===== src/verilog/gpio_lite_macros.svh =====
//----------------------------------------------------------------------
// widths, register offsets and reset values for the gpio_lite block
//----------------------------------------------------------------------
`ifndef GPIO_LITE_MACROS_SVH
`define GPIO_LITE_MACROS_SVH

// sizes
`define GPIO_WIDTH  16            // pins per block
`define GPIO_ADDR_W 6             // register address bits
`define GPIO_DATA_W 32            // axi4-lite data bus

//----------------------------------------------------------------------
// register map, byte offsets
//----------------------------------------------------------------------
`define GPR_DIRECTION_MODE 6'h04  // 1 = input, 0 = output
`define GPR_OUTPUT_ENABLE  6'h08  // driver enable per pin
`define GPR_OUTPUT_VALUE   6'h0C  // level driven on pin_out
`define GPR_INPUT_VALUE    6'h10  // synchronised pin_in, read only
`define GPR_INT_STATUS     6'h20  // rising edge flags, clear on read

//----------------------------------------------------------------------
// reset values
//----------------------------------------------------------------------
// all pins come up as outputs with drivers off
`define GPRV_DIRECTION_MODE 16'h0000
`define GPRV_OUTPUT_ENABLE  16'h0000  // tristated
`define GPRV_OUTPUT_VALUE   16'h0000
`define GPRV_INPUT_VALUE    16'h0000
`define GPRV_INT_STATUS     16'h0000  // nothing pending

`endif


===== src/verilog/gpio_lite_pkg.sv =====
//----------------------------------------------------------------------
// shared types for gpio_lite: pin vector, bus address and data,
// axi4-lite front end states
//----------------------------------------------------------------------
`include "gpio_lite_macros.svh"

package gpio_lite_pkg;

  // one bit per pin
  typedef logic [`GPIO_WIDTH-1:0]  pin_vec_t;

  // register byte address
  typedef logic [`GPIO_ADDR_W-1:0] reg_addr_t;

  // full bus word, upper half unused by the core
  typedef logic [`GPIO_DATA_W-1:0] bus_data_t;

  // front end FSM
  typedef enum logic [2:0]
  {
    st_idle,   // collecting aw / w halves or waiting for ar
    st_write,  // write strobe to core
    st_wresp,  // bvalid up until bready
    st_read,   // read strobe to core
    st_rresp   // rvalid up until rready
  } axil_state_t;

endpackage


===== src/verilog/gpio_axil_slave.sv =====
//----------------------------------------------------------------------
// axi4-lite slave front end for gpio_lite
// captures address and data, one transaction in flight, issues
// single cycle read / write strobes to the register core
//----------------------------------------------------------------------
`timescale 1ns/1ps
`include "gpio_lite_macros.svh"

module gpio_axil_slave
  import gpio_lite_pkg::*;
(
  input  logic      pclk27,
  input  logic      n_reset27,     // async, active low

  // write address
  input  reg_addr_t awaddr,
  input  logic      awvalid,
  output logic      awready,

  // write data
  input  bus_data_t wdata,
  input  logic [3:0] wstrb,        // byte lanes not supported
  input  logic      wvalid,
  output logic      wready,

  // write response, always okay
  output logic      bvalid,
  input  logic      bready,

  // read address
  input  reg_addr_t araddr,
  input  logic      arvalid,
  output logic      arready,

  // read data
  output bus_data_t rdata,
  output logic      rvalid,
  input  logic      rready,

  // register core side
  output logic      reg_read,      // one cycle strobe
  output logic      reg_write,     // one cycle strobe
  output reg_addr_t reg_addr,
  output pin_vec_t  reg_wdata,
  input  pin_vec_t  reg_rdata      // valid the cycle after reg_read
);

  axil_state_t state;
  logic        ready_en;           // held off until first edge after reset
  logic        aw_held;            // write address captured
  logic        w_held;             // write data captured
  logic        rd_first;           // first cycle of st_rresp
  reg_addr_t   addr_q;             // shared by read and write
  pin_vec_t    wdata_q;
  pin_vec_t    rdata_q;            // read data kept for back-pressure

  logic        aw_fire;
  logic        w_fire;
  logic        ar_fire;
  logic        aw_have;
  logic        w_have;
  pin_vec_t    rdata_lo;

  //--------------------------------------------------------------------
  // handshakes
  //--------------------------------------------------------------------
  assign awready = ready_en & (state == st_idle) & ~aw_held;
  assign wready  = ready_en & (state == st_idle) & ~w_held;
  // a pending or arriving write half blocks the read, so writes win
  assign arready = ready_en & (state == st_idle) & ~aw_held & ~w_held
                   & ~awvalid & ~wvalid;

  assign aw_fire = awvalid & awready;
  assign w_fire  = wvalid & wready;
  assign ar_fire = arvalid & arready;

  assign aw_have = aw_held | aw_fire;  // address held or arriving now
  assign w_have  = w_held | w_fire;

  //--------------------------------------------------------------------
  // FSM
  //--------------------------------------------------------------------
  always_ff @(posedge pclk27 or negedge n_reset27)
  begin
    if (!n_reset27)
    begin
      state    <= st_idle;
      ready_en <= 1'b0;
      aw_held  <= 1'b0;
      w_held   <= 1'b0;
      rd_first <= 1'b0;
    end
    else
    begin
      ready_en <= 1'b1;
      rd_first <= (state == st_read);  // core answers one edge later
      case (state)
        st_idle:
        begin
          if (aw_have && w_have)
          begin
            state   <= st_write;       // both halves in
            aw_held <= 1'b0;
            w_held  <= 1'b0;
          end
          else
          begin
            aw_held <= aw_have;
            w_held  <= w_have;
            if (ar_fire)
              state <= st_read;
          end
        end
        st_write:
          state <= st_wresp;
        st_wresp:
          if (bready)
            state <= st_idle;
        st_read:
          state <= st_rresp;
        st_rresp:
          if (rready)
            state <= st_idle;
        default:
          state <= st_idle;
      endcase
    end
  end

  //--------------------------------------------------------------------
  // payload capture
  //--------------------------------------------------------------------
  always_ff @(posedge pclk27)
  begin
    if (aw_fire)
      addr_q <= awaddr;
    else if (ar_fire)
      addr_q <= araddr;
    if (w_fire)
      wdata_q <= wdata[`GPIO_WIDTH-1:0];  // upper half dropped
    if (rd_first)
      rdata_q <= reg_rdata;               // core zeroes it next cycle
  end

  // core strobes
  assign reg_write = (state == st_write);
  assign reg_read  = (state == st_read);
  assign reg_addr  = addr_q;
  assign reg_wdata = wdata_q;

  // responses
  assign bvalid   = (state == st_wresp);
  assign rvalid   = (state == st_rresp);
  assign rdata_lo = rd_first ? reg_rdata : rdata_q;
  assign rdata    = {{(`GPIO_DATA_W-`GPIO_WIDTH){1'b0}}, rdata_lo};  // zero extend

endmodule


===== src/verilog/gpio_lite_subunit.sv =====
//----------------------------------------------------------------------
// gpio register core: register file, two flop input synchroniser,
// rising edge interrupt status and pin drive
//----------------------------------------------------------------------
`timescale 1ns/1ps
`include "gpio_lite_macros.svh"

module gpio_lite_subunit
  import gpio_lite_pkg::*;
(
  input  logic      pclk27,
  input  logic      n_reset27,      // async, active low

  // from bus front end
  input  logic      reg_read,       // one cycle read strobe
  input  logic      reg_write,      // one cycle write strobe
  input  reg_addr_t reg_addr,
  input  pin_vec_t  reg_wdata,
  output pin_vec_t  reg_rdata,      // zero unless answering a read

  // pins
  input  pin_vec_t  pin_in,         // asynchronous to pclk27
  input  pin_vec_t  test_tristate,  // dft, 1 forces driver off
  output pin_vec_t  pin_out,
  output pin_vec_t  pin_oe_n,       // active low enable
  output pin_vec_t  interrupt       // one status bit per pin
);

  //--------------------------------------------------------------------
  // registers
  //--------------------------------------------------------------------
  pin_vec_t direction_mode;         // 1 input, 0 output       rw
  pin_vec_t output_enable;          // driver on               rw
  pin_vec_t output_value;           // level to drive          rw
  pin_vec_t input_value;            // synchronised pin_in     r
  pin_vec_t int_status;             // edge flags              r, clear on read

  // synchroniser stages
  pin_vec_t sync_one;               // pin side flop
  pin_vec_t sync_two;               // second stage, safe to use

  pin_vec_t int_event;              // rising edge seen this cycle
  pin_vec_t int_trigger;            // rising edge on an input pin
  pin_vec_t status_clear;

  // address decodes
  logic     ad_direction_mode;
  logic     ad_output_enable;
  logic     ad_output_value;
  logic     ad_int_status;

  assign ad_direction_mode = (reg_addr == `GPR_DIRECTION_MODE);
  assign ad_output_enable  = (reg_addr == `GPR_OUTPUT_ENABLE);
  assign ad_output_value   = (reg_addr == `GPR_OUTPUT_VALUE);
  assign ad_int_status     = (reg_addr == `GPR_INT_STATUS);

  //--------------------------------------------------------------------
  // writable registers
  //--------------------------------------------------------------------
  always_ff @(posedge pclk27 or negedge n_reset27)
  begin
    if (!n_reset27)
    begin
      direction_mode <= `GPRV_DIRECTION_MODE;
      output_enable  <= `GPRV_OUTPUT_ENABLE;
      output_value   <= `GPRV_OUTPUT_VALUE;
    end
    else if (reg_write)
    begin
      // whole register replaced, no byte lanes
      if (ad_direction_mode)
        direction_mode <= reg_wdata;
      if (ad_output_enable)
        output_enable <= reg_wdata;
      if (ad_output_value)
        output_value <= reg_wdata;
    end
  end

  //--------------------------------------------------------------------
  // input synchroniser
  //--------------------------------------------------------------------
  // pin_in -> sync_one -> sync_two -> input_value, three edges
  always_ff @(posedge pclk27 or negedge n_reset27)
  begin
    if (!n_reset27)
    begin
      sync_one    <= '0;
      sync_two    <= '0;
      input_value <= `GPRV_INPUT_VALUE;
    end
    else
    begin
      sync_one    <= pin_in;
      sync_two    <= sync_one;
      input_value <= sync_two;
    end
  end

  //--------------------------------------------------------------------
  // interrupt status
  //--------------------------------------------------------------------
  // new level high and different from last stored value
  assign int_event    = (sync_two ^ input_value) & sync_two;
  assign int_trigger  = direction_mode & int_event;  // output pins ignored
  // any read of the status register wipes every bit
  assign status_clear = {`GPIO_WIDTH{reg_read & ad_int_status}};

  always_ff @(posedge pclk27 or negedge n_reset27)
  begin
    if (!n_reset27)
      int_status <= `GPRV_INT_STATUS;
    else
      int_status <= (int_status & ~status_clear)  // clear on read
                    | int_trigger;                // new edge wins
  end

  assign interrupt = int_status;

  //--------------------------------------------------------------------
  // read data
  //--------------------------------------------------------------------
  always_ff @(posedge pclk27 or negedge n_reset27)
  begin
    if (!n_reset27)
      reg_rdata <= '0;
    else if (reg_read)
    begin
      case (reg_addr)
        `GPR_DIRECTION_MODE: reg_rdata <= direction_mode;
        `GPR_OUTPUT_ENABLE:  reg_rdata <= output_enable;
        `GPR_OUTPUT_VALUE:   reg_rdata <= output_value;
        `GPR_INT_STATUS:     reg_rdata <= int_status;  // value before clear
        default:             reg_rdata <= input_value; // input reg and unmapped
      endcase
    end
    else
      reg_rdata <= '0;                                  // idle bus reads zero
  end

  //--------------------------------------------------------------------
  // pin drive
  //--------------------------------------------------------------------
  assign pin_out  = output_value;
  // driver on only for enabled output pins, dft can force it off
  assign pin_oe_n = ~(output_enable & ~direction_mode) | test_tristate;

endmodule


===== src/verilog/gpio_lite_top.sv =====
//----------------------------------------------------------------------
// gpio_lite top: axi4-lite front end joined to the register core
//----------------------------------------------------------------------
`timescale 1ns/1ps

module gpio_lite_top
  import gpio_lite_pkg::*;
(
  input  logic       pclk27,
  input  logic       n_reset27,
  // axi4-lite
  input  reg_addr_t  awaddr,
  input  logic       awvalid,
  output logic       awready,
  input  bus_data_t  wdata,
  input  logic [3:0] wstrb,
  input  logic       wvalid,
  output logic       wready,
  output logic       bvalid,
  input  logic       bready,
  input  reg_addr_t  araddr,
  input  logic       arvalid,
  output logic       arready,
  output bus_data_t  rdata,
  output logic       rvalid,
  input  logic       rready,
  // pins
  input  pin_vec_t   pin_in,
  input  pin_vec_t   test_tristate,
  output pin_vec_t   pin_out,
  output pin_vec_t   pin_oe_n,
  output pin_vec_t   interrupt
);

  // front end to core
  logic      reg_read;
  logic      reg_write;
  reg_addr_t reg_addr;
  pin_vec_t  reg_wdata;
  pin_vec_t  reg_rdata;

  gpio_axil_slave u_axil_slave
  (
    .pclk27    (pclk27),
    .n_reset27 (n_reset27),
    .awaddr    (awaddr),
    .awvalid   (awvalid),
    .awready   (awready),
    .wdata     (wdata),
    .wstrb     (wstrb),
    .wvalid    (wvalid),
    .wready    (wready),
    .bvalid    (bvalid),
    .bready    (bready),
    .araddr    (araddr),
    .arvalid   (arvalid),
    .arready   (arready),
    .rdata     (rdata),
    .rvalid    (rvalid),
    .rready    (rready),
    .reg_read  (reg_read),
    .reg_write (reg_write),
    .reg_addr  (reg_addr),
    .reg_wdata (reg_wdata),
    .reg_rdata (reg_rdata)
  );

  gpio_lite_subunit u_subunit
  (
    .pclk27        (pclk27),
    .n_reset27     (n_reset27),
    .reg_read      (reg_read),
    .reg_write     (reg_write),
    .reg_addr      (reg_addr),
    .reg_wdata     (reg_wdata),
    .reg_rdata     (reg_rdata),
    .pin_in        (pin_in),
    .test_tristate (test_tristate),
    .pin_out       (pin_out),
    .pin_oe_n      (pin_oe_n),
    .interrupt     (interrupt)
  );

endmodule


===== config.mk =====
export PLATFORM = sky130hd
export DESIGN_NAME = gpio_lite_top
export DESIGN_NICKNAME = d
export VERILOG_FILES = /design/src/verilog/gpio_lite_pkg.sv /design/src/verilog/gpio_axil_slave.sv /design/src/verilog/gpio_lite_subunit.sv /design/src/verilog/gpio_lite_top.sv
export VERILOG_INCLUDE_DIRS = /design/src /design/src/verilog
export SDC_FILE = /design/constraint.sdc
export NUM_CORES = 1
export LEC_CHECK = 0
export BUFFER_PORTS_ARGS = -buffer_cell sky130_fd_sc_hd__buf_2
export CORE_MARGIN = 2
export CORE_UTILIZATION = 55
export DETAILED_ROUTE_END_ITERATION = 16
export GPL_ROUTABILITY_DRIVEN = 1
export PLACE_DENSITY = 0.91
export SLEW_MARGIN = 20
export SYNTH_ARGS = -nofsm -noshare
export SYNTH_HDL_FRONTEND = slang
export SYNTH_HIERARCHICAL = 1
export SYNTH_SLANG_ARGS = --single-unit

===== constraint.sdc =====
create_clock -name pclk27 -period 6 [get_ports pclk27]
set_clock_uncertainty 0.15 [all_clocks]
set_input_delay 1.2 -clock pclk27 [delete_from_list [all_inputs] [get_ports pclk27]]
set_output_delay 1.2 -clock pclk27 [all_outputs]
set_load 0.01 [all_outputs]

==> out/metrics.sh, run 1 <==
POST_ROUTE_CELLS_DRIVE_ABOVE_1_SHARE=0.430
BUFFER_LEVELS_ON_THE_LONGEST_CLOCK_PATH=2
GLOBAL_ROUTE_WIRE_LENGTH_BEFORE_REPAIR_UM=23900
CTS_TREE='done'
SYNTH-SEQ-AREA-SHARE=0.649
P_PER_AREA_nW_PER_UM2=410
SYN_AREA_PER_CELL_UM2=14.3
PLACEMENT.IO_BUFFERS=135
MAXIMUM_OPERATING_FREQUENCY_GHz=0.308
SYNTH-SEQ-CELLS=173
GRT_START_MAX_NET_PINS=81
GRT_PASS1_VIAS=4465
POSTCTSSETUPBUFFERS=0
DIE_SPAN_IN_Y_UM=115
PLACEMENT_SETUP_SLACK_PS=2750
SYNTH-EDFF-COUNT=22
BOUNDARYPINS=172
FINALNETCOUNT=693
TNS_PS=0
CP_DATA_REQUIRED_TIME_PS=4650
SYN_INST_COUNT=470
PLACEABLECOREAREA_UM2=12000
SYNTH_AREA_LEADER_CELL='sky130_fd_sc_hd__dfrtp_1'
ANTENNA_FOUND_INITIAL=0
RSZ0062_AT_GRT='no'
SYNTHTOLAYOUTAREAGROWTH_PCT=19.5
VDD_IR_DROP_MAX_mV=0.295
AREA_CONTRIBUTORS_POST_SYNTH='sky130_fd_sc_hd__dfrtp_1, sky130_fd_sc_hd__edfxtp_1, sky130_fd_sc_hd__mux2_2'
WORST_SETUP_EP_TYPE='primary output'
CTSHTREEMAXLEVEL=4
WL_UM=15200
CHIPWIDTH_UM=115
WORST_EP_ARRIVAL_TIME_PS=1900
POSTROUTEANTENNANETS=0
INITIALDRTVIOLATIONCOUNT=248
LEAKAGEPOWER_nW=3.97
POST-DP-HPWL_UM=10100
CTSROOTBUFFERMASTER='sky130_fd_sc_hd__clkbuf_16'
YOSYSUNIQUECELLTYPES=45
CRITICALPATHCATEGORY='input pin to primary output'
INSTANCES_NO_FILL=765
DRT-WIRELENGTH-PER-CELL_UM=19.9
CP-START-KIND='input pin'
ANTENNA_CELLS=0
NETLIST.AREA_LEADER.SHARE=0.503
POST_CTS_HOLD_BUFFER_COUNT=0
DOMINANTREGCELLSYNTH='sky130_fd_sc_hd__dfrtp_1'
GP_ROUTABILITY_CONGESTION=0.962
FINISH.INSTANCE_AREA_UM2=8030
CORE.ROWCOUNT=40
MAPPEDNETLISTAREA_UM2=6720
MIN_PERIOD_OVER_PERIOD=0.541
PLACED_CELLS=734
NUM_VIAS=4292
DETAIL_ROUTE.DRC_VIOLATIONS=0
POSTSYNTH.ASYNCRESETSHARE=0.780
POSTLAYOUTCOREUTIL=0.671
PLACED_AREA_UM2=7430
GRT_OVERFLOW=0
STARTING_DENSITY=0.562
WORSTHOLDPATHTYPE='register to register'
POST-LAYOUT-TOTAL-POWER_mW=3.29
DRT_FIRST_PASS_ITERS=4
DIE_AREA_UM2=13100
TIMING_WORST_SLEW_PIN_VALUE_PS=1070
CRITICAL_PATH_PEAK_FANOUT=4
MAX-CAP-VIOLATIONS=0
GRT_USE_TOTAL=0.247
REPORT.FINAL.SLEW_VIOL_COUNT=0
YS.WARNINGS.COUNT=6
CLK-INSERTION-DELAY-LATE_PS=420
SLEW_HEADROOM=0.284
WORST_HOLD_SLACK_PS=197
POST-ROUTE-WORST-SETUP-SLACK_PS=2750
CTS-RESIZED-GATES=0
VIAS_PER_CELL=5.61
REPORT.FINAL.SETUP_VIOL=0
STATUS='complete, no violations'
CLK_TRANSITION_REPORTED_PATHS_PS=60
FINAL_HOLD_VIOLATIONS=0
TIMING.FINAL.CRIT_PERIOD_PS=3250
CTS_INSERTED_BUFFERS=17
TRITONCTS_NUM_SINKS=173
==> cell type report <==
| cell class | instances | area (um^2) |
|---|---|---|
| clock buffers | 21 | 492 |
| multi-input cells | 260 | 2130 |
| well taps | 147 | 184 |
| inverters | 17 | 63.8 |
| clock inverters | 10 | 111 |
| fillers | 807 | 3930 |
| repair buffers | 137 | 693 |
| flip-flops and latches | 173 | 4360 |
==> flip-flops by register name, indices dropped and copies added (netlist names), 3 cells and up <==
| signal | flops |
|---|---|
| u_subunit/input_value | 16 |
| u_axil_slave/state | 3 |
| u_axil_slave/rdata_q | 16 |
| u_subunit/direction_mode | 16 |
| u_subunit/interrupt | 16 |
| u_subunit/sync_one | 16 |
| u_subunit/reg_rdata | 16 |
| u_axil_slave/reg_addr | 6 |
| u_subunit/output_enable | 16 |
| u_axil_slave/reg_wdata | 16 |
| u_subunit/sync_two | 16 |
| u_subunit/pin_out | 16 |
==> Yosys cell counts (all sizes together), types with 2 or more instances <==
cell      n
o21ai    19
dfxtp    16
and3b     2
and2      3
edfxtp   22
clkbuf    7
a22oi    16
nand2    36
a32o     15
or3       2
mux2     86
buf      28
conb      2
nor3b     3
nor2     21
nor3      3
inv      17
a21oi     2
a31oi    17
and3      2
nand3     2
dfrtp   135
==> kinds of logic after synthesis <==
group                  Yosys count  synth area share
muxes                           86             0.161
DFF                            173             0.649
and+or+nand+nor                 81            0.0644
other                            2           0.00112
buffers and inverters           52            0.0443
AOI/OAI and AO/OA               76            0.0808
==> per-layer routing <==
| layer | routed length [um] | global-route usage | vias up |
|---|---|---|---|
| li1 | - | - | 1923 |
| met1 | 6190 | 0.306 | 2184 |
| met2 | 7880 | 0.412 | 157 |
| met3 | 790 | 0.0588 | 28 |
| met4 | 392 | 0.116 | 0 |
| met5 | 0 | 0 | - |
==> worst paths after layout <==
path | end | from | slack [ps] | cells after the start
min in group asynchronous | u_axil_slave/ready_en | n_reset27 | 800 | 1
hold / removal | u_subunit/sync_two[4] | u_subunit/sync_one[4] | 200 | 0
setup / recovery | arready | wvalid | 2750 | 4
hold reg to reg | u_subunit/sync_two[4] | u_subunit/sync_one[4] | 200 | 0
setup reg to reg | u_subunit/interrupt[0] | u_axil_slave/reg_addr[2] | 2980 | 4
max in group asynchronous | u_subunit/input_value[10] | n_reset27 | 3640 | 2
==> power breakdown <==
group	switching [mW]	internal (mW)	leakage [nW]
Clock	0.428	0.666	0.292
Sequential	0.183	1.40	2.08
Combinational	0.303	0.312	1.60
==> placed cells by master (no fill, tap or decap), drive strengths merged, types with 2 or more instances in the layout <==
cell type	Yosys	final
clkinvlp	0	3
and3	2	2
dfrtp	135	135
nor3	3	3
nand2	36	36
nor3b	3	3
dfxtp	16	16
or3	2	2
and3b	2	2
clkinv	0	5
mux2	86	86
edfxtp	22	22
inv	17	17
bufinv	0	2
and2	3	3
buf	28	137
a22oi	16	16
o21ai	19	19
a21oi	2	2
a31oi	17	17
nand3	2	2
clkbuf	7	21
nor2	21	21
conb	2	17
a32o	15	15
==> critical path, cell delays in order <==
cell and delay, ps:
sky130_fd_sc_hd__buf_2 120, sky130_fd_sc_hd__nor2_1 170, sky130_fd_sc_hd__nor4b_1 230, sky130_fd_sc_hd__buf_2 170
Note: power is estimated with default switching activity, not from simulation.
==> run 2, diff against run 1 <==
--- a/config.mk
+++ b/config.mk
@@ -8,10 +8,10 @@
 export LEC_CHECK = 0
 export BUFFER_PORTS_ARGS = -buffer_cell sky130_fd_sc_hd__buf_2
 export CORE_MARGIN = 2
-export CORE_UTILIZATION = 55
+export CORE_UTILIZATION = 53
 export DETAILED_ROUTE_END_ITERATION = 16
 export GPL_ROUTABILITY_DRIVEN = 1
-export PLACE_DENSITY = 0.91
+export PLACE_DENSITY = 0.89
 export SLEW_MARGIN = 20
 export SYNTH_ARGS = -nofsm -noshare
 export SYNTH_HDL_FRONTEND = slang
==> constraint.sdc (replaced) <==
create_clock -name pclk27 -period 3.4 [get_ports pclk27]
set_clock_uncertainty 0.15 [all_clocks]
set_input_delay 0.68 -clock pclk27 [delete_from_list [all_inputs] [get_ports pclk27]]
set_output_delay 0.68 -clock pclk27 [all_outputs]
set_load 0.01 [all_outputs]
==> run 2 against run 1 <==
Effect of this change: setup slack got worse by 2000 ps; non-clock buffer count rose by 6; sequential share of layout area down 0.69 points; largest power group unchanged; critical path type is now register to primary output; first-iteration DRC count rose by 8.9%; critical path depth is the same; die area grew 3.6%; critical endpoint unchanged; wire length up 0.17%; count of clock-buffer cells in the layout did not move; largest cell class unchanged; cell count up 4.2%.
==> out/metrics.sh, run 2 (synthesis gave the netlist of run 1 again) <==
RSZ0062_AT_GRT='no'
LAYOUT_COMMONEST_CELL='sky130_fd_sc_hd__dfrtp_1'
REPORT.FINAL.SETUP_VIOL=0  # unchanged
LAYOUT.CELLS.MOST_COMMON_LIST='sky130_fd_sc_hd__dfrtp_1, sky130_fd_sc_hd__buf_2, sky130_fd_sc_hd__mux2_2'
LEAKAGEPOWER_nW=4.01  # +1.0%
FINAL_HOLD_VIOLATIONS=0  # unchanged
CRITICAL_PATH_PEAK_FANOUT=7  # +3
REPORT.FINAL.SLEW_VIOL_COUNT=0  # unchanged
CORE.ROWCOUNT=41  # +2.5%
GRT_START_MAX_NET_PINS=57  # -30%
CRITICALPATHCATEGORY='register to primary output'
STARTING_DENSITY=0.537  # -0.0249
PLACEMENT.IO_BUFFERS=135  # unchanged
CLK_TRANSITION_REPORTED_PATHS_PS=70  # about the same
FF2FF_SETUP_SLACK_PS=810  # -2170 ps
PLACEABLECOREAREA_UM2=12500  # +4.6%
DETAIL_ROUTE.DRC_VIOLATIONS=0  # unchanged
CP-STARTPOINT='u_axil_slave/state[2]'
PLACED_CELLS=765  # +4.2%
BOUNDARYPINS=172  # unchanged
VIAS_PER_CELL=5.45  # -2.9%
DRT-WIRELENGTH-PER-CELL_UM=19.2  # -3.9%
POST_CTS_HOLD_BUFFER_COUNT=0  # unchanged
CRIT-REG2REG-LAUNCH='u_axil_slave/reg_addr[2]'
P_PER_AREA_nW_PER_UM2=718  # +75%
CTS_INSERTED_BUFFERS=17  # unchanged
GP_ROUTABILITY_CONGESTION=0.878  # -8.7%
DRT_FIRST_PASS_ITERS=4  # unchanged
WORST_SETUP_EP_TYPE='primary output'
CP-START-KIND='register'
GRT_PASS1_VIAS=4431  # -0.76%
TIMING.FINAL.CRIT_PERIOD_PS=2670
GLOBAL_ROUTE_WIRE_LENGTH_BEFORE_REPAIR_UM=23900  # +0.15%
GRT_USE_TOTAL=0.236  # -0.0112
INSTANCES_NO_FILL=797  # +4.2%
WORST_EP_ARRIVAL_TIME_PS=1840  # -60 ps
GRT_OVERFLOW=0  # unchanged
VDD_IR_DROP_MAX_mV=0.429  # +45%
TIMING_WORST_SLEW_PIN_VALUE_PS=1090  # +18.4 ps
STATUS='complete, no violations'
CTSROOTBUFFERMASTER='sky130_fd_sc_hd__clkbuf_16'
DIE_SPAN_IN_Y_UM=117  # +1.8%
MAXIMUM_OPERATING_FREQUENCY_GHz=0.375
WORSTHOLDPATHTYPE='input pin to asynchronous set/reset pin'
CTSHTREEMAXLEVEL=4  # unchanged
POSTROUTEANTENNANETS=0  # unchanged
CHIPWIDTH_UM=117  # +1.8%
CP_CELL_SEQUENCE='nor3_4 > nand2_1 > nor4b_1 > buf_2'
SYNTHTOLAYOUTAREAGROWTH_PCT=21.0
MAX-CAP-VIOLATIONS=0  # unchanged
CTS-RESIZED-GATES=0  # unchanged
WL_UM=15300  # +0.17%
FINALNETCOUNT=699  # +0.87%
CLK-INSERTION-DELAY-LATE_PS=420  # about the same
NUM_VIAS=4344  # +1.2%
PLACEMENT_SETUP_SLACK_PS=971  # -1780 ps
POST_ROUTE_CELLS_DRIVE_ABOVE_1_SHARE=0.435  # +0.00478
POST-DP-HPWL_UM=10300  # +1.9%
BUFFER_LEVELS_ON_THE_LONGEST_CLOCK_PATH=2  # unchanged
TNS_PS=0  # unchanged
POST-ROUTE-WORST-SETUP-SLACK_PS=732  # -2020 ps
SLEW_HEADROOM=0.271  # -0.0123
CRIT_PATH_MAX_INCR_DELAY_PS=460  # +230 ps
MIN_PERIOD_OVER_PERIOD=0.785
CTS_TREE='done'
CP_DATA_REQUIRED_TIME_PS=2570  # -2080 ps
DIE_AREA_UM2=13600  # +3.6%
ANTENNA_FOUND_INITIAL=0  # unchanged
POSTCTSSETUPBUFFERS=0  # unchanged
TRITONCTS_NUM_SINKS=173  # unchanged
CP_SLOWEST_CELL='sky130_fd_sc_hd__dfrtp_1'
ANTENNA_CELLS=0  # unchanged
INITIALDRTVIOLATIONCOUNT=270  # +8.9%
==> run 2: cell count changes in the layout (fill, tap and decap cells not counted) <==
| cell | delta |
|---|---|
| sky130_fd_sc_hd__buf_12 | +1 |
| sky130_fd_sc_hd__buf_4 | +4 |
| sky130_fd_sc_hd__buf_6 | +1 |
| sky130_fd_sc_hd__clkbuf_1 | +1 |
| sky130_fd_sc_hd__clkbuf_8 | -1 |
| sky130_fd_sc_hd__clkinv_2 | -3 |
| sky130_fd_sc_hd__clkinv_4 | +4 |
| sky130_fd_sc_hd__clkinvlp_4 | -1 |
| sky130_fd_sc_hd__inv_6 | +1 |
==> run 2: power breakdown <==
group          internal (mW)  switching [mW]  leakage [nW]
Sequential              2.47           0.316          2.08
Clock                   1.17           0.780         0.295
Combinational          0.563           0.542          1.64
==> run 2: per-stage QoR <==
step,utilization,cell area (um^2),power [mW],hold slack (ps)
after floorplan,-,6780,3.42,181
after global placement,0.601,7520,3.82,182
after detailed placement,0.601,7520,3.90,186
after CTS,0.650,8130,5.87,61.1
after global routing,0.650,8130,6.10,78.5
final,0.650,8130,5.84,52.3
==> run 2: worst paths after layout <==
| kind | endpoint | cells after the start |
|---|---|---|
| max | arready | 4 |
| min | u_subunit/output_enable[0] | 1 |
| max reg2reg | u_subunit/reg_rdata[11] | 5 |
| min reg2reg | u_subunit/sync_two[9] | 0 |
| max in group asynchronous | u_subunit/sync_one[3] | 2 |
| min in group pclk27 | u_subunit/sync_two[9] | 0 |
==> run 2: routing by layer <==
layer	GRT usage	wire, um	part of all wire	up-vias
met4	0.0918	312	0.020	0
met1	0.316	6330	0.41	2195
met3	0.0519	925	0.061	28
met5	0	0	0	-
li1	-	-	-	1930
met2	0.381	7710	0.50	191
==> run 2: worst max-delay path, delay by kind of cell, from the launching register on <==
family        cells  cell delay (ps)
simple gates      3              770
flops             1              460
buf+inv           1              190
==> run 2: cell type report <==
class | count | area [um^2]
inverter | 17 | 63.8
clock inverter | 11 | 133
tap | 172 | 215
multi-input combinational | 260 | 2130
clock buffer | 21 | 482
sequential | 173 | 4360
fill | 891 | 4380
timing repair buffer | 143 | 754
==> run 3, diff against run 2 <==
==> constraint.sdc (replaced) <==
create_clock -name pclk27 -period 2.55 [get_ports pclk27]
set_clock_uncertainty 0.15 [all_clocks]
set_input_delay 0.51 -clock pclk27 [delete_from_list [all_inputs] [get_ports pclk27]]
set_output_delay 0.51 -clock pclk27 [all_outputs]
set_load 0.01 [all_outputs]
==> run 3 against run 2 <==
Effect of this change: critical path depth stayed put; critical endpoint unchanged; cell count is 0.38% higher; non-clock buffer count is 3 higher; first-iteration DRC count is 9.3% lower; core utilization is 0.33 points higher.
==> out/metrics.sh, run 3 (synthesis gave the netlist of run 1 again) <==
WORST_SETUP_EP_TYPE='primary output'
GRT_PASS1_VIAS=4535  # +2.3%
GLOBAL_ROUTE_WIRE_LENGTH_BEFORE_REPAIR_UM=24200  # +1.3%
PLACEMENT.IO_BUFFERS=135  # unchanged
CTSROOTBUFFERMASTER='sky130_fd_sc_hd__clkbuf_16'
CLK_TRANSITION_REPORTED_PATHS_PS=60  # about the same
FINALNETCOUNT=702  # +0.43%
NUM_VIAS=4327  # -0.39%
P_PER_AREA_nW_PER_UM2=958  # +33%
GRT_START_MAX_NET_PINS=60  # +5.3%
CTSHTREEMAXLEVEL=4  # unchanged
DETAIL_ROUTE.DRC_VIOLATIONS=0  # unchanged
PLACED_AREA_UM2=7530  # +0.20%
GRT_USE_TOTAL=0.242  # +0.00587
GP_ROUTABILITY_CONGESTION=0.893  # +1.7%
CRITICAL_PATH_PEAK_FANOUT=7  # unchanged
CP_DATA_REQUIRED_TIME_PS=1890  # -680 ps
CORE.ROWCOUNT=41  # unchanged
N_FILL_CELL=875  # -1.8%
DIE_AREA_UM2=13600  # unchanged
SYNTHTOLAYOUTAREAGROWTH_PCT=21.6
FINISH.INSTANCE_AREA_UM2=8170  # +0.51%
FINAL_HOLD_VIOLATIONS=0  # unchanged
REGISTER_AREA_UM2=4360  # unchanged
CTS_TREE='done'
STATUS='complete, no violations'
REPORT.FINAL.SLEW_VIOL_COUNT=0  # unchanged
CHIPWIDTH_UM=117  # unchanged
POST_ROUTE_CELLS_DRIVE_ABOVE_1_SHARE=0.439  # +0.00429
LEAKAGEPOWER_nW=4.03  # +0.50%
CLK-INSERTION-DELAY-LATE_PS=410  # about the same
LAYER_WITH_THE_HIGHEST_USAGE='met2'
DRT_FIRST_PASS_ITERS=5  # +1
POSTROUTEANTENNANETS=0  # unchanged
CRITICALPATHCATEGORY='register to primary output'
TNS_PS=0  # unchanged
MULTI_INPUT_COMB_AREA_UM2=2130  # +0.35%
DRT-WIRELENGTH-PER-CELL_UM=19.4  # +1.1%
REPORT.FINAL.SETUP_VIOL=0  # unchanged
WORSTHOLDPATHTYPE='input pin to register'
MAX-CAP-VIOLATIONS=0  # unchanged
ANTENNA_FOUND_INITIAL=0  # unchanged
WL_UM=15500  # +1.5%
LAYOUT.CELLS.MOST_COMMON_LIST='sky130_fd_sc_hd__dfrtp_1, sky130_fd_sc_hd__buf_2, sky130_fd_sc_hd__mux2_2'
VDD_IR_DROP_MAX_mV=0.508  # +18%
GRT_OVERFLOW=0  # unchanged
LAYOUT_COMMONEST_CELL='sky130_fd_sc_hd__dfrtp_1'
VIAS_PER_CELL=5.41  # -0.76%
TIMING.FINAL.CRIT_PERIOD_PS=2440
TIMING_WORST_SLEW_PIN_VALUE_PS=730  # -363 ps
CTS_INSERTED_BUFFERS=17  # unchanged
POSTLAYOUTCOREUTIL=0.653  # +0.00330
CP-START-KIND='register'
POST-LAYOUT-TOTAL-POWER_mW=7.83  # +34%
GLOBAL_ROUTE.USAGE.MET3=0.0695  # +0.0176
PLACEABLECOREAREA_UM2=12500  # unchanged
BOUNDARYPINS=172  # unchanged
INITIALDRTVIOLATIONCOUNT=245  # -9.3%
BUFFER_LEVELS_ON_THE_LONGEST_CLOCK_PATH=2  # unchanged
GRT_USE_MET2=0.404  # +0.0236
GRT_UTIL_MET1=0.306  # -0.0107
DIE_SPAN_IN_Y_UM=117  # unchanged
MAXIMUM_OPERATING_FREQUENCY_GHz=0.410
WORST_EP_ARRIVAL_TIME_PS=1780  # -60 ps
POST-DP-HPWL_UM=10300  # about the same
MIN_PERIOD_OVER_PERIOD=0.958
POSTCTSSETUPBUFFERS=0  # unchanged
FF2FF_SETUP_SLACK_PS=320  # -490 ps
TRITONCTS_NUM_SINKS=173  # unchanged
ANTENNA_CELLS=0  # unchanged
SLEW_HEADROOM=0.512  # +0.241
STARTING_DENSITY=0.537  # unchanged
run 3: cell count changes in the layout (fill, tap and decap cells not counted), sizes merged:
cell and delta:
dlygate4sd3 +1, buf +2
run 3: metal layers:
layer	part of all wire	vias up
met4	0.015	0
met3	0.056	17
met5	0	-
met2	0.53	167
met1	0.40	2208
li1	-	1935
run 3: timing repair:
action	CTS	global route
setup endpoints to repair	0	2
hold buffers	1	0
hold endpoints to repair	35	0
resized for setup	0	2
run 3: area by class of cell:
| type | instances | area share |
|---|---|---|
| inverter | 17 | 0.00781 |
| timing repair buffer | 146 | 0.0954 |
| clock inverter | 11 | 0.0159 |
| tap | 172 | 0.0263 |
| sequential | 173 | 0.533 |
| multi-input combinational | 260 | 0.261 |
| clock buffer | 21 | 0.0603 |
run 3: power breakdown:
group	total [mW]	switching [mW]	internal, mW
sequential	3.71	0.419	3.29
combinational	1.49	0.730	0.758
clock	2.64	1.04	1.59
run 3: worst max-delay path, stage by stage, from the launching register on:
cell and delay, ps:
sky130_fd_sc_hd__dfrtp_1 470, sky130_fd_sc_hd__nor3_4 280, sky130_fd_sc_hd__nand2_1 180, sky130_fd_sc_hd__nor4b_2 270, sky130_fd_sc_hd__buf_2 180
run 3: worst paths after layout:
kind,from,endpoint,cells after the start
hold / removal,pin_in[11],u_subunit/sync_one[11],1
setup / recovery,u_axil_slave/state[2],arready,4
setup reg to reg,u_axil_slave/state[2],u_subunit/interrupt[6],3
min in group asynchronous,n_reset27,u_axil_slave/aw_held,2
max in group asynchronous,n_reset27,u_subunit/input_value[6],3
hold reg to reg,u_subunit/sync_one[15],u_subunit/sync_two[15],0
run 3: stage by stage:
| step | std cells | hold WS (ps) | setup slack, ps |
|---|---|---|---|
| floorplan | 485 | 64.4 | 434 |
| global placement | 767 | 183 | 429 |
| detailed placement | 767 | 186 | 278 |
| CTS | 800 | 23.3 | 40.9 |
| global route | 800 | 25.6 | -27.1 |
| finish | 800 | 43.3 | 108 |
